===== src/design/issue_pkg.sv =====
`default_nettype none

package issue_pkg;

  localparam int reg_addr_width = 5;
  localparam int reg_count = 1 << reg_addr_width;
  localparam int data_width = 32;
  localparam int rm_width = 3;
  localparam int fs_width = 1;
  localparam int apb_addr_width = 4;

  // Rounding field value that defers to the CSR frm
  localparam logic [rm_width-1:0] rm_dynamic = 3'b111;

  typedef enum logic [2:0] {
    op_nop,
    op_alu,
    op_load,
    op_store,
    op_fpu,
    op_csr_read,
    op_csr_write,
    op_illegal
  } opcode_t;

  // Index equals APB byte address divided by four
  typedef enum logic [1:0] {
    csr_fs,
    csr_frm,
    csr_scratch
  } csr_addr_t;

  function automatic logic reads_rs1(opcode_t op);
    return op inside {op_alu, op_load, op_store, op_fpu, op_csr_write};
  endfunction

  function automatic logic reads_rs2(opcode_t op);
    return op inside {op_alu, op_store};
  endfunction

  function automatic logic is_csr_op(opcode_t op);
    return op inside {op_csr_read, op_csr_write};
  endfunction

  function automatic logic is_mem_op(opcode_t op);
    return op inside {op_load, op_store};
  endfunction

  // True when op reads register r through either source field
  function automatic logic reads_reg(
    opcode_t op,
    logic [reg_addr_width-1:0] rs1,
    logic [reg_addr_width-1:0] rs2,
    logic [reg_addr_width-1:0] r
  );
    return (reads_rs1(op) && rs1 == r) || (reads_rs2(op) && rs2 == r);
  endfunction

endpackage

`default_nettype wire


===== src/design/issue_control.sv =====
`timescale 1ns/1ns
`default_nettype none

module issue_control (
  input  logic clock,
  input  logic reset,
  input  logic in_valid_0,
  input  issue_pkg::opcode_t in_op_0,
  input  logic [issue_pkg::reg_addr_width-1:0] in_rd_0,
  input  logic [issue_pkg::reg_addr_width-1:0] in_rs1_0,
  input  logic [issue_pkg::reg_addr_width-1:0] in_rs2_0,
  input  logic [issue_pkg::rm_width-1:0] in_rm_0,
  input  issue_pkg::csr_addr_t in_csr_0,
  input  logic in_valid_1,
  input  issue_pkg::opcode_t in_op_1,
  input  logic [issue_pkg::reg_addr_width-1:0] in_rd_1,
  input  logic [issue_pkg::reg_addr_width-1:0] in_rs1_1,
  input  logic [issue_pkg::reg_addr_width-1:0] in_rs2_1,
  input  logic [issue_pkg::rm_width-1:0] in_rm_1,
  input  issue_pkg::csr_addr_t in_csr_1,
  input  logic ex_load,
  input  logic [issue_pkg::reg_addr_width-1:0] ex_rd,
  input  logic ex_stall,
  input  logic flush,
  input  logic pair_ok,
  output logic [issue_pkg::reg_addr_width-1:0] raddr0,
  output logic [issue_pkg::reg_addr_width-1:0] raddr1,
  output logic [issue_pkg::reg_addr_width-1:0] raddr2,
  output logic [issue_pkg::reg_addr_width-1:0] raddr3,
  input  logic [issue_pkg::data_width-1:0] rdata0,
  input  logic [issue_pkg::data_width-1:0] rdata1,
  input  logic [issue_pkg::data_width-1:0] rdata2,
  input  logic [issue_pkg::data_width-1:0] rdata3,
  output issue_pkg::csr_addr_t csr_rd_addr,
  input  logic [issue_pkg::data_width-1:0] csr_rd_data,
  input  logic fp_enable,
  input  logic [issue_pkg::rm_width-1:0] frm,
  output logic csr_wr_en,
  output issue_pkg::csr_addr_t csr_wr_addr,
  output logic [issue_pkg::data_width-1:0] csr_wr_data,
  output logic [1:0] take_count,
  output logic stall,
  output logic out_valid_0,
  output issue_pkg::opcode_t out_op_0,
  output logic [issue_pkg::reg_addr_width-1:0] out_rd_0,
  output logic [issue_pkg::data_width-1:0] out_src1_0,
  output logic [issue_pkg::data_width-1:0] out_src2_0,
  output logic [issue_pkg::rm_width-1:0] out_rm_0,
  output logic out_valid_1,
  output issue_pkg::opcode_t out_op_1,
  output logic [issue_pkg::reg_addr_width-1:0] out_rd_1,
  output logic [issue_pkg::data_width-1:0] out_src1_1,
  output logic [issue_pkg::data_width-1:0] out_src2_1,
  output logic [issue_pkg::rm_width-1:0] out_rm_1
);

  logic hazard0;
  logic hazard1;
  logic serialize;
  logic csr_pending;

  function automatic issue_pkg::opcode_t gate_fp(issue_pkg::opcode_t op, logic enable);
    return (op == issue_pkg::op_fpu && !enable) ? issue_pkg::op_illegal : op;
  endfunction

  function automatic logic [issue_pkg::rm_width-1:0] pick_rm(
    logic [issue_pkg::rm_width-1:0] rm,
    logic [issue_pkg::rm_width-1:0] csr_rm
  );
    return (rm == issue_pkg::rm_dynamic) ? csr_rm : rm;
  endfunction

  assign raddr0 = in_rs1_0;
  assign raddr1 = in_rs2_0;
  assign raddr2 = in_rs1_1;
  assign raddr3 = in_rs2_1;
  assign csr_rd_addr = in_csr_0;

  // Load-use against the load in execute
  assign hazard0 = ex_load && ex_rd != '0 &&
                   issue_pkg::reads_reg(in_op_0, in_rs1_0, in_rs2_0, ex_rd);
  assign hazard1 = ex_load && ex_rd != '0 &&
                   issue_pkg::reads_reg(in_op_1, in_rs1_1, in_rs2_1, ex_rd);

  // CSR and FP ops wait until the previous CSR write has landed
  assign serialize = csr_pending &&
                     (issue_pkg::is_csr_op(in_op_0) || in_op_0 == issue_pkg::op_fpu);

  always_comb begin
    if (ex_stall || flush || hazard0 || serialize || !in_valid_0) begin
      take_count = 2'd0;
    end else if (in_valid_1 && pair_ok && !hazard1) begin
      take_count = 2'd2;
    end else begin
      take_count = 2'd1;
    end
  end

  assign stall = in_valid_0 && take_count == 2'd0;

  always_ff @(posedge clock) begin
    if (!reset) begin
      out_valid_0 <= 1'b0;
      out_valid_1 <= 1'b0;
      csr_pending <= 1'b0;
    end else begin
      csr_pending <= take_count != 2'd0 && in_op_0 == issue_pkg::op_csr_write;
      if (flush) begin
        out_valid_0 <= 1'b0;
        out_valid_1 <= 1'b0;
      end else if (!ex_stall) begin
        out_valid_0 <= take_count != 2'd0;
        out_valid_1 <= take_count == 2'd2;
      end
    end
  end

  // Sources follow the opcode as presented, before the FP gate
  always_ff @(posedge clock) begin
    if (!ex_stall) begin
      out_op_0 <= gate_fp(in_op_0, fp_enable);
      out_rd_0 <= in_rd_0;
      out_rm_0 <= pick_rm(in_rm_0, frm);
      if (in_op_0 == issue_pkg::op_csr_read) begin
        out_src1_0 <= csr_rd_data;
      end else begin
        out_src1_0 <= issue_pkg::reads_rs1(in_op_0) ? rdata0 : '0;
      end
      out_src2_0 <= issue_pkg::reads_rs2(in_op_0) ? rdata1 : '0;
      csr_wr_addr <= in_csr_0;
      out_op_1 <= gate_fp(in_op_1, fp_enable);
      out_rd_1 <= in_rd_1;
      out_rm_1 <= pick_rm(in_rm_1, frm);
      out_src1_1 <= issue_pkg::reads_rs1(in_op_1) ? rdata2 : '0;
      out_src2_1 <= issue_pkg::reads_rs2(in_op_1) ? rdata3 : '0;
    end
  end

  // Issued csr_write commits in the cycle after issue
  assign csr_wr_en = csr_pending;
  assign csr_wr_data = out_src1_0;

  assert property (@(posedge clock) disable iff (!reset) out_valid_1 |-> out_valid_0);

  assert property (@(posedge clock) disable iff (!reset) take_count != 2'd3);

  // Slot 1 CSR index is consumed later, once the op moves up to slot 0
  assert property (@(posedge clock) disable iff (!reset)
    (in_valid_1 && issue_pkg::is_csr_op(in_op_1)) |->
    in_csr_1 inside {issue_pkg::csr_fs, issue_pkg::csr_frm, issue_pkg::csr_scratch});

endmodule

`default_nettype wire


===== src/design/issue_csr.sv =====
`timescale 1ns/1ns
`default_nettype none

module issue_csr (
  input  logic clock,
  input  logic reset,
  input  logic psel,
  input  logic penable,
  input  logic pwrite,
  input  logic [issue_pkg::apb_addr_width-1:0] paddr,
  input  logic [issue_pkg::data_width-1:0] pwdata,
  output logic [issue_pkg::data_width-1:0] prdata,
  output logic pready,
  output logic pslverr,
  input  issue_pkg::csr_addr_t csr_rd_addr,
  output logic [issue_pkg::data_width-1:0] csr_rd_data,
  input  logic csr_wr_en,
  input  issue_pkg::csr_addr_t csr_wr_addr,
  input  logic [issue_pkg::data_width-1:0] csr_wr_data,
  output logic fp_enable,
  output logic [issue_pkg::rm_width-1:0] frm
);

  logic [issue_pkg::fs_width-1:0] fs_q;
  logic [issue_pkg::rm_width-1:0] frm_q;
  logic [issue_pkg::data_width-1:0] scratch_q;
  issue_pkg::csr_addr_t apb_csr;
  logic apb_mapped;
  logic apb_write;

  assign apb_csr = issue_pkg::csr_addr_t'(paddr[issue_pkg::apb_addr_width-1:2]);
  assign apb_mapped = paddr[1:0] == 2'b00 &&
                      apb_csr inside {issue_pkg::csr_fs, issue_pkg::csr_frm,
                                      issue_pkg::csr_scratch};
  assign apb_write = psel && penable && pwrite && apb_mapped;

  // Pipeline write port has priority over APB
  always_ff @(posedge clock) begin
    if (!reset) begin
      fs_q <= '0;
      frm_q <= '0;
      scratch_q <= '0;
    end else begin
      if (csr_wr_en && csr_wr_addr == issue_pkg::csr_fs) begin
        fs_q <= csr_wr_data[issue_pkg::fs_width-1:0];
      end else if (apb_write && apb_csr == issue_pkg::csr_fs) begin
        fs_q <= pwdata[issue_pkg::fs_width-1:0];
      end
      if (csr_wr_en && csr_wr_addr == issue_pkg::csr_frm) begin
        frm_q <= csr_wr_data[issue_pkg::rm_width-1:0];
      end else if (apb_write && apb_csr == issue_pkg::csr_frm) begin
        frm_q <= pwdata[issue_pkg::rm_width-1:0];
      end
      if (csr_wr_en && csr_wr_addr == issue_pkg::csr_scratch) begin
        scratch_q <= csr_wr_data;
      end else if (apb_write && apb_csr == issue_pkg::csr_scratch) begin
        scratch_q <= pwdata;
      end
    end
  end

  function automatic logic [issue_pkg::data_width-1:0] csr_value(
    issue_pkg::csr_addr_t sel,
    logic [issue_pkg::fs_width-1:0] fs,
    logic [issue_pkg::rm_width-1:0] rm,
    logic [issue_pkg::data_width-1:0] scratch
  );
    case (sel)
      issue_pkg::csr_fs:      return issue_pkg::data_width'(fs);
      issue_pkg::csr_frm:     return issue_pkg::data_width'(rm);
      issue_pkg::csr_scratch: return scratch;
      default:                return '0;
    endcase
  endfunction

  assign prdata = (psel && !pwrite && apb_mapped) ?
                  csr_value(apb_csr, fs_q, frm_q, scratch_q) : '0;
  assign pready = 1'b1;
  assign pslverr = psel && penable && !apb_mapped;

  assign csr_rd_data = csr_value(csr_rd_addr, fs_q, frm_q, scratch_q);
  assign fp_enable = fs_q[0];
  assign frm = frm_q;

  assert property (@(posedge clock) disable iff (!reset) penable |-> psel);

endmodule

`default_nettype wire


===== src/design/issue_top.sv =====
`timescale 1ns/1ns
`default_nettype none

module issue_top (
  input  logic clock,
  input  logic reset,
  input  logic in_valid_0,
  input  issue_pkg::opcode_t in_op_0,
  input  logic [issue_pkg::reg_addr_width-1:0] in_rd_0,
  input  logic [issue_pkg::reg_addr_width-1:0] in_rs1_0,
  input  logic [issue_pkg::reg_addr_width-1:0] in_rs2_0,
  input  logic [issue_pkg::rm_width-1:0] in_rm_0,
  input  issue_pkg::csr_addr_t in_csr_0,
  input  logic in_valid_1,
  input  issue_pkg::opcode_t in_op_1,
  input  logic [issue_pkg::reg_addr_width-1:0] in_rd_1,
  input  logic [issue_pkg::reg_addr_width-1:0] in_rs1_1,
  input  logic [issue_pkg::reg_addr_width-1:0] in_rs2_1,
  input  logic [issue_pkg::rm_width-1:0] in_rm_1,
  input  issue_pkg::csr_addr_t in_csr_1,
  output logic [1:0] take_count,
  output logic stall,
  input  logic ex_load,
  input  logic [issue_pkg::reg_addr_width-1:0] ex_rd,
  input  logic ex_stall,
  input  logic flush,
  input  logic wb_en_0,
  input  logic [issue_pkg::reg_addr_width-1:0] wb_rd_0,
  input  logic [issue_pkg::data_width-1:0] wb_data_0,
  input  logic wb_en_1,
  input  logic [issue_pkg::reg_addr_width-1:0] wb_rd_1,
  input  logic [issue_pkg::data_width-1:0] wb_data_1,
  output logic out_valid_0,
  output issue_pkg::opcode_t out_op_0,
  output logic [issue_pkg::reg_addr_width-1:0] out_rd_0,
  output logic [issue_pkg::data_width-1:0] out_src1_0,
  output logic [issue_pkg::data_width-1:0] out_src2_0,
  output logic [issue_pkg::rm_width-1:0] out_rm_0,
  output logic out_valid_1,
  output issue_pkg::opcode_t out_op_1,
  output logic [issue_pkg::reg_addr_width-1:0] out_rd_1,
  output logic [issue_pkg::data_width-1:0] out_src1_1,
  output logic [issue_pkg::data_width-1:0] out_src2_1,
  output logic [issue_pkg::rm_width-1:0] out_rm_1,
  input  logic psel,
  input  logic penable,
  input  logic pwrite,
  input  logic [issue_pkg::apb_addr_width-1:0] paddr,
  input  logic [issue_pkg::data_width-1:0] pwdata,
  output logic [issue_pkg::data_width-1:0] prdata,
  output logic pready,
  output logic pslverr
);

  logic pair_ok;
  logic [issue_pkg::reg_addr_width-1:0] raddr0;
  logic [issue_pkg::reg_addr_width-1:0] raddr1;
  logic [issue_pkg::reg_addr_width-1:0] raddr2;
  logic [issue_pkg::reg_addr_width-1:0] raddr3;
  logic [issue_pkg::data_width-1:0] rdata0;
  logic [issue_pkg::data_width-1:0] rdata1;
  logic [issue_pkg::data_width-1:0] rdata2;
  logic [issue_pkg::data_width-1:0] rdata3;
  issue_pkg::csr_addr_t csr_rd_addr;
  logic [issue_pkg::data_width-1:0] csr_rd_data;
  logic fp_enable;
  logic [issue_pkg::rm_width-1:0] frm;
  logic csr_wr_en;
  issue_pkg::csr_addr_t csr_wr_addr;
  logic [issue_pkg::data_width-1:0] csr_wr_data;

  pair_check u_pair (
    .op0     (in_op_0),
    .rd0     (in_rd_0),
    .op1     (in_op_1),
    .rs1_1   (in_rs1_1),
    .rs2_1   (in_rs2_1),
    .pair_ok (pair_ok)
  );

  register_read u_regs (
    .clock    (clock),
    .reset    (reset),
    .raddr0   (raddr0),
    .raddr1   (raddr1),
    .raddr2   (raddr2),
    .raddr3   (raddr3),
    .rdata0   (rdata0),
    .rdata1   (rdata1),
    .rdata2   (rdata2),
    .rdata3   (rdata3),
    .wb_en0   (wb_en_0),
    .wb_rd0   (wb_rd_0),
    .wb_data0 (wb_data_0),
    .wb_en1   (wb_en_1),
    .wb_rd1   (wb_rd_1),
    .wb_data1 (wb_data_1)
  );

  // Port names match the signals of this level one to one
  issue_csr u_csr (.*);

  issue_control u_control (.*);

endmodule

`default_nettype wire


===== src/design/pair_check.sv =====
`timescale 1ns/1ns
`default_nettype none

module pair_check (
  input  issue_pkg::opcode_t op0,
  input  logic [issue_pkg::reg_addr_width-1:0] rd0,
  input  issue_pkg::opcode_t op1,
  input  logic [issue_pkg::reg_addr_width-1:0] rs1_1,
  input  logic [issue_pkg::reg_addr_width-1:0] rs2_1,
  output logic pair_ok
);

  logic raw_dep;
  logic mem_conflict;
  logic csr_conflict;

  // Slot 1 depends on the result of slot 0
  assign raw_dep = rd0 != '0 && issue_pkg::reads_reg(op1, rs1_1, rs2_1, rd0);

  // Only one memory port
  assign mem_conflict = issue_pkg::is_mem_op(op0) && issue_pkg::is_mem_op(op1);

  // CSR ops always go alone through slot 0
  assign csr_conflict = issue_pkg::is_csr_op(op0) || issue_pkg::is_csr_op(op1);

  assign pair_ok = !(raw_dep || mem_conflict || csr_conflict);

endmodule

`default_nettype wire


===== src/design/register_read.sv =====
`timescale 1ns/1ns
`default_nettype none

module register_read (
  input  logic clock,
  input  logic reset,
  input  logic [issue_pkg::reg_addr_width-1:0] raddr0,
  input  logic [issue_pkg::reg_addr_width-1:0] raddr1,
  input  logic [issue_pkg::reg_addr_width-1:0] raddr2,
  input  logic [issue_pkg::reg_addr_width-1:0] raddr3,
  output logic [issue_pkg::data_width-1:0] rdata0,
  output logic [issue_pkg::data_width-1:0] rdata1,
  output logic [issue_pkg::data_width-1:0] rdata2,
  output logic [issue_pkg::data_width-1:0] rdata3,
  input  logic wb_en0,
  input  logic [issue_pkg::reg_addr_width-1:0] wb_rd0,
  input  logic [issue_pkg::data_width-1:0] wb_data0,
  input  logic wb_en1,
  input  logic [issue_pkg::reg_addr_width-1:0] wb_rd1,
  input  logic [issue_pkg::data_width-1:0] wb_data1
);

  logic [issue_pkg::data_width-1:0] regs [issue_pkg::reg_count];

  always_ff @(posedge clock) begin
    if (!reset) begin
      for (int i = 0; i < issue_pkg::reg_count; i++) begin
        regs[i] <= '0;
      end
    end else begin
      // x0 is never written and stays zero
      if (wb_en0 && wb_rd0 != '0) begin
        regs[wb_rd0] <= wb_data0;
      end
      // Port 1 is younger, so its write lands last
      if (wb_en1 && wb_rd1 != '0) begin
        regs[wb_rd1] <= wb_data1;
      end
    end
  end

  // Without bypass a same-cycle write shows up next cycle
  assign rdata0 = regs[raddr0];
  assign rdata1 = regs[raddr1];
  assign rdata2 = regs[raddr2];
  assign rdata3 = regs[raddr3];

  // Writeback lanes must agree when both target x0
  assert property (@(posedge clock) disable iff (!reset)
    (wb_en0 && wb_en1 && wb_rd0 == '0 && wb_rd1 == '0) |-> wb_data0 == wb_data1);

endmodule

`default_nettype wire


===== config.mk =====
export PLATFORM = sky130hd
export DESIGN_NAME = issue_top
export DESIGN_NICKNAME = d
export VERILOG_FILES = /design/src/design/issue_pkg.sv /design/src/design/issue_control.sv /design/src/design/issue_csr.sv /design/src/design/issue_top.sv /design/src/design/pair_check.sv /design/src/design/register_read.sv
export SDC_FILE = /design/constraint.sdc
export NUM_CORES = 2
export LEC_CHECK = 0
export BUFFER_PORTS_ARGS = -buffer_cell sky130_fd_sc_hd__buf_2
export CAP_MARGIN = 40
export CORE_MARGIN = 2
export CORE_UTILIZATION = 30
export DETAILED_ROUTE_END_ITERATION = 12
export HOLD_SLACK_MARGIN = 0.03
export PLACE_DENSITY_LB_ADDON = 0.1
export SLEW_MARGIN = 20
export SYNTH_ARGS = -nofsm -noshare
export SYNTH_HDL_FRONTEND = slang
export SYNTH_HIERARCHICAL = 1
export SYNTH_SLANG_ARGS = --single-unit

===== constraint.sdc =====
create_clock -name clock -period 4.8 [get_ports clock]
set_clock_uncertainty 0.15 [all_clocks]
set_input_delay 0.96 -clock clock [delete_from_list [all_inputs] [get_ports clock]]
set_output_delay 0.96 -clock clock [all_outputs]
set_load 0.01 [all_outputs]

# Word level (Yosys, flattened, before mapping)
# Memory sizes are Yosys's and may differ from the RTL's. A register that Yosys moved wholly into a read port is not among the register bits.
# Cells that the tools add are included.
# word_totals
regBits	95
latch_bits	0
ram_bits	1024
rom_bits	0
input_bits	173
out_inout_bits	189
wordCells	152
n_memories	1
# classes
add_sub_neg	0
n_mul	0
n_div	0
order_cmp	0
n_eq_ne	27
shift	0
muxes	28
bitwise	1
n_reduce_logical	81
# memory_table
name	words	width	rd	rd_clocked_by_memory_dff	wr	line	source
u_regs.regs	32	32	4	3	32	register_read.sv:23	logic [issue_pkg::data_width-1:0] regs [issue_pkg::reg_count];
# op_table
op	n
$mux W32	7
$pmux W32 S3	2
$reduce_or A32 Y1	2
$logic_and A1 B1 Y1	33
$eq A5 B5 Y1	6
$reduce_bool A5 Y1	6
$eq A3 B3 Y1 const B	8
$reduce_bool A2 Y1	10
$eq A3 B2 Y1 const B	4
$logic_not A1 Y1	12
$mux W3	4
$logic_or A1 B1 Y1	11
$mux W1	11
$logic_not A2 Y1	5
$mux W5	2
$eq A2 B2 Y1 const B	4
$eq A2 B1 Y1 const B	3
$eq A3 B1 Y1 const B	2
$mux W2	2
$reduce_bool A3 Y1	1
$reduce_or A2 Y1	1
$not A1 Y1	1

# Depth between registers and ports, before layout
# depth
word_depth	14
depth_mapped	10
mapped_depth_nobuf	7

# Hierarchy
# Netlist, hierarchy kept.
# modules_own_cells
module	instances	cells_per_inst	area_each_um2	seq_area_each_um2
register_read	1	7194	77006.4	30749.5
issue_control	1	435	6545.0	4624.4
issue_csr	1	271	2522.4	720.7
pair_check	1	27	193.9	0.0

# Worst setup path after synthesis
# Ideal clock, no wire load.
# synth_path
path_type	in2reg
start	in ex_stall
end	reg u_control.csr_wr_addr[0], enable pin
setup_time_ns	0.504
arrival_ns	3.893
required_time_ns	4.146
setup_slack_ns	0.253
path_stages	1
path_buffers	0
cell_sequence	inv_1
# synth_rtl
element	line	source
start, declared	issue_top.sv:25	input logic ex_stall,
end signal, assigned	issue_control.sv:130	csr_wr_addr <= in_csr_0;
end, declared	issue_control.sv:39	output issue_pkg::csr_addr_t csr_wr_addr,
# No word-level cell between the ends.

# Final worst setup path
# layout_path
start	in ex_rd[1] (netlist name)
end	out take_count[1]
# layout_between
elab_chain_len	8
elab_cells_between_ends	21
classes_between	eq/ne: 4; mux: 2; reduce/logical: 15
# layout_lines
element	line	source
start, declared	issue_top.sv:24	input logic [issue_pkg::reg_addr_width-1:0] ex_rd,
$eq A5 B5 Y1	issue_pkg.sv:56	return (reads_rs1(op) && rs1 == r) || (reads_rs2(op) && rs2 == r);
$logic_and A1 B1 Y1	issue_pkg.sv:56	
$logic_or A1 B1 Y1	issue_pkg.sv:56	
$logic_and A1 B1 Y1, on equally long branches	issue_control.sv:82, issue_control.sv:80	
$logic_not A1 Y1 / $logic_or A1 B1 Y1 (equally long branches)	issue_control.sv:92, issue_control.sv:90	
$logic_and A1 B1 Y1 / $logic_or A1 B1 Y1 (equally long branches)	issue_control.sv:92, issue_control.sv:90	
$mux W2 / $logic_or A1 B1 Y1 (equally long branches)	issue_control.sv:92, issue_control.sv:90	
$mux W2 *	issue_control.sv:90	if (ex_stall || flush || hazard0 || serialize || !in_valid_0) begin
end, declared	issue_top.sv:21	output logic [1:0] take_count,
# Every way passes the cells marked *; elsewhere a longest branch is shown, timed or not.

==> metrics.md <==
| Metric | Value |
|---|---|
| Post-synthesis instance area | `86270 um^2` |
| Final min period | `3934 ps` |
| Design Power | `31.00 mW` |
| Core area | `about 290000 um^2` |
| Layout cells sized above 1 | `between 10 and 15%` |
| IO Count | `approximately 360` |
| Fill cells | `approximately 28000` |
| Leak | `39.41 nW` |
| Starting density of the core | `30.20%` |
| Post_cts resized | `0` |
| FF/Latch Area | `between 30000 and 40000 um^2` |
| Area contributors post-synth | `edfxtp_1 (41%), mux2i_1 (24%), a22o_1 (13%), a22oi_1 (3.4%), a21oi_1 (2.3%)` |
| Num CTS Buffers | `approximately 160` |
| Vias | `78450` |
| Post-CTS Hold Buffers | `0` |
| Routed len/inst | `42.91 um` |
| Worst-skew pair later-pin latency | `880 ps` |
| Vias per cell | `6.635` |
| Pwr/cell area | `314.6 nW/um^2` |
| Die Span Y | `540.2 um` |
| Crit end category | `output port` |
| Setup-failing EPs final | `0` |
| Sequential share of the synthesized area | `41.84%` |
| Area growth syn-to-layout | `14.22%` |
| FF-to-FF Start | `u_regs/regs[0][21]` |
| Post-synth EDFFs | `approximately 1200` |
| CTS sink cnt | `1215` |
| Cell variety after synth | `70` |
| Crit-path max FO | `6` |
| Most frequent cells in the layout | `mux2i_1 (2082), a22o_1 (1282), edfxtp_1 (1176), nand2_1 (437), nand3_1 (389)` |
| Status | `finished, final reports clean` |
| Async set or reset register ratio after synthesis | `0%` |
| Post-Syn Instances | `approximately 7900` |
| H-tree levels | `4` |
| Clock root cell | `clkbuf_16` |
| Post-route ant nets | `0` |
| Grt ovf | `0` |
| Post-CTS Setup Repair Bufs | `0` |
| Multi-input logic area | `46090 um^2` |
| First-pass GRT wire length | `671000 um` |
| CP Class | `primary input to output port` |
| Clk buf depth | `4` |
| TritonRoute pass-1 iters | `6` |
| Comb pwr share | `19.4%` |
| Max VDD drop | `0.2652 mV` |
| Die ar. | `291900 um^2` |
| GR Util All Layers | `33.29%` |
| Internal power | `21.09 mW` |
| Worst-Margin Slew | `1040 ps` |
| Register share of total power | `roughly two fifths` |
| Worst R2R Path Depth | `6` |
| Startpoint Class | `primary input` |
| Worst Path Required | `3690 ps` |
| Initial antenna violation count | `61` |
| Tcrit/Tclk final | `just over 80%` |
| R2r setup slk | `~2100 ps` |
| Synth Flop Type | `edfxtp_1` |
| Most common cell after layout, fill and taps aside | `mux2i_1` |
| CTS clk-pin slew, worst paths | `around 50 ps` |
| Placer Congestion | `0.9249` |
| Die W | `540.2 um` |
| DR DRC count | `0` |
| Pin count of the biggest net entering global routing | `97` |
| Setup TNS | `0 ps` |
| DRT iter0 DRCs | `around 11000` |
| Via count of the first global-routing pass | `between 70000 and 80000` |
| Slew headroom | `30.64%` |
| Flip-flop and latch count after synthesis | `1215` |
| Hold_sp | `in_rd_1[3]` |
| Clk pwr share | `38.7%` |
| Number of nets in the layout | `8075` |
| Worst flop-to-flop path endpoint | `u_control/csr_wr_data[21]` |
| Top cell type by total area after synthesis | `edfxtp_1` |
| Syn Area/Cell | `10.88 um^2` |
| Slew Limit Fails | `0` |
| Sw Pwr | `9.913 mW` |
| Dpl hpwl | `311500 um` |
| CTS tree | `built` |
| WL final | `~500000 um` |
| Final Util | `between 30 and 40%` |
| Top-area cell type share of the netlist area | `40.94%` |
| Hold/Removal Path Class | `primary input to flip-flop` |
| Hold depth | `1` |
| Hold Path End | `u_control/out_rd_1[3]` |
| MaxCap Viol Count | `0` |
| F_max | `254.2 MHz` |
| PortBufs | `358` |
| Unrepaired setup endpoints after global routing | `no` |
| YS warnings | `6` |
| Cell Rows | `196` |
| Final hold violations | `0` |
| Crit path DAT | `2820 ps` |
| Sw Ratio | `31.98%` |
[stage by stage]
step	area (um^2)	worst slack (ps)	std cells	hold slack [ps]
floorplan	86380	253.5	7958	337.1
global placement	92990	792.7	11480	303.6
detailed placement	93400	756.0	11490	305.7
CTS	98350	875.2	11780	70.15
global route	98490	860.7	11810	90.97
finish	98540	866.4	11820	117.6
[logic make-up (layout without fill, tap and decap cells)]
group / Yosys count / after routing / share of synthesized area (%)
DFF: 1215 / 1215 / 41.84
other: 2 / 74 / 0.008705
buffers and inverters: 1002 / 1064 / 5.403
and+or+nand+nor: 1349 / 1349 / 7.913
AOI/OAI and AO/OA: 2246 / 2246 / 20.36
muxes: 2082 / 2082 / 24.16
xor gates and xnor gates: 31 / 31 / 0.3147
[area by class of cell]
class,count,share of cell area [%]
timing repair buffer,777,6.669
antenna,41,0.1041
clock inverter,73,0.5549
multi-input combinational,5741,46.77
tap,3762,4.777
sequential,1215,36.63
inverter,3,0.02032
clock buffer,211,4.472
[per-layer routing]
layer | vias up | routed length, um | track usage, %
met4 | 2 | 34530 | 21.04
met2 | 5694 | 208400 | 47.10
met3 | 1310 | 53410 | 8.338
li1 | 31110 | - | -
met5 | - | 13 | 0
met1 | 40330 | 211000 | 44.96
[registers in the layout, indices dropped and copies added, names as in the netlist]
register / cells
u_control/csr_wr_addr: 2
u_control/csr_wr_data: 32
u_control/csr_wr_en: 1
u_control/out_op_0: 3
u_control/out_op_1: 3
u_control/out_rd_0: 5
u_control/out_rd_1: 5
u_control/out_rm_0: 3
u_control/out_rm_1: 3
u_control/out_src1_1: 32
u_control/out_src2_0: 32
u_control/out_src2_1: 32
u_control/out_valid_0: 1
u_control/out_valid_1: 1
u_csr/fp_enable: 1
u_csr/frm: 3
u_csr/scratch_q: 32
u_regs/regs: 1024
[critical path, cell delays in order]
cell	delay, ps
buf_2	160
or4_4	540
o21ai_2	190
a21oi_1	100
nand4b_4	270
nor3_1	390
buf_2	200
[how the worst max path moves through the flow]
stage | start | end | slack (ps) | depth (start not counted)
6_report | ex_rd[1] | take_count[1] | 870 | 7
3_3_place_gp | in_rs1_0[0] | u_control/csr_wr_data[20] | 790 | 9
5_1_grt | ex_rd[1] | take_count[1] | 860 | 7
4_1_cts | ex_rd[1] | take_count[1] | 880 | 7
2_1_floorplan | ex_stall | u_control/csr_wr_addr[0] | 250 | 1
3_5_place_dp | in_rs1_0[1] | u_control/csr_wr_data[24] | 760 | 9
[power by group through the flow]
stage          logic [mW]  clock network, mW  registers, mW
2_1_floorplan        3.23                  0           13.0
3_3_place_gp         5.75                  0           13.2
3_5_place_dp         5.79                  0           13.2
4_1_cts              5.81               12.1           13.0
5_1_grt              6.12               12.5           13.1
6_report             6.01               12.0           13.0
[cells in the mapped netlist, drive strengths merged (12+ instances only)]
cell type,count
nor3,136
xor2,17
a22o,1282
nor2,108
dfxtp,39
nor2b,15
xnor2,14
buf,509
nand3b,38
a221oi,32
nand3,390
nand2b,12
nand2,445
and2,161
a31oi,128
clkbuf,490
mux2i,2082
a21oi,391
a22oi,386
edfxtp,1176
Note: power is estimated with default switching activity, not from simulation.
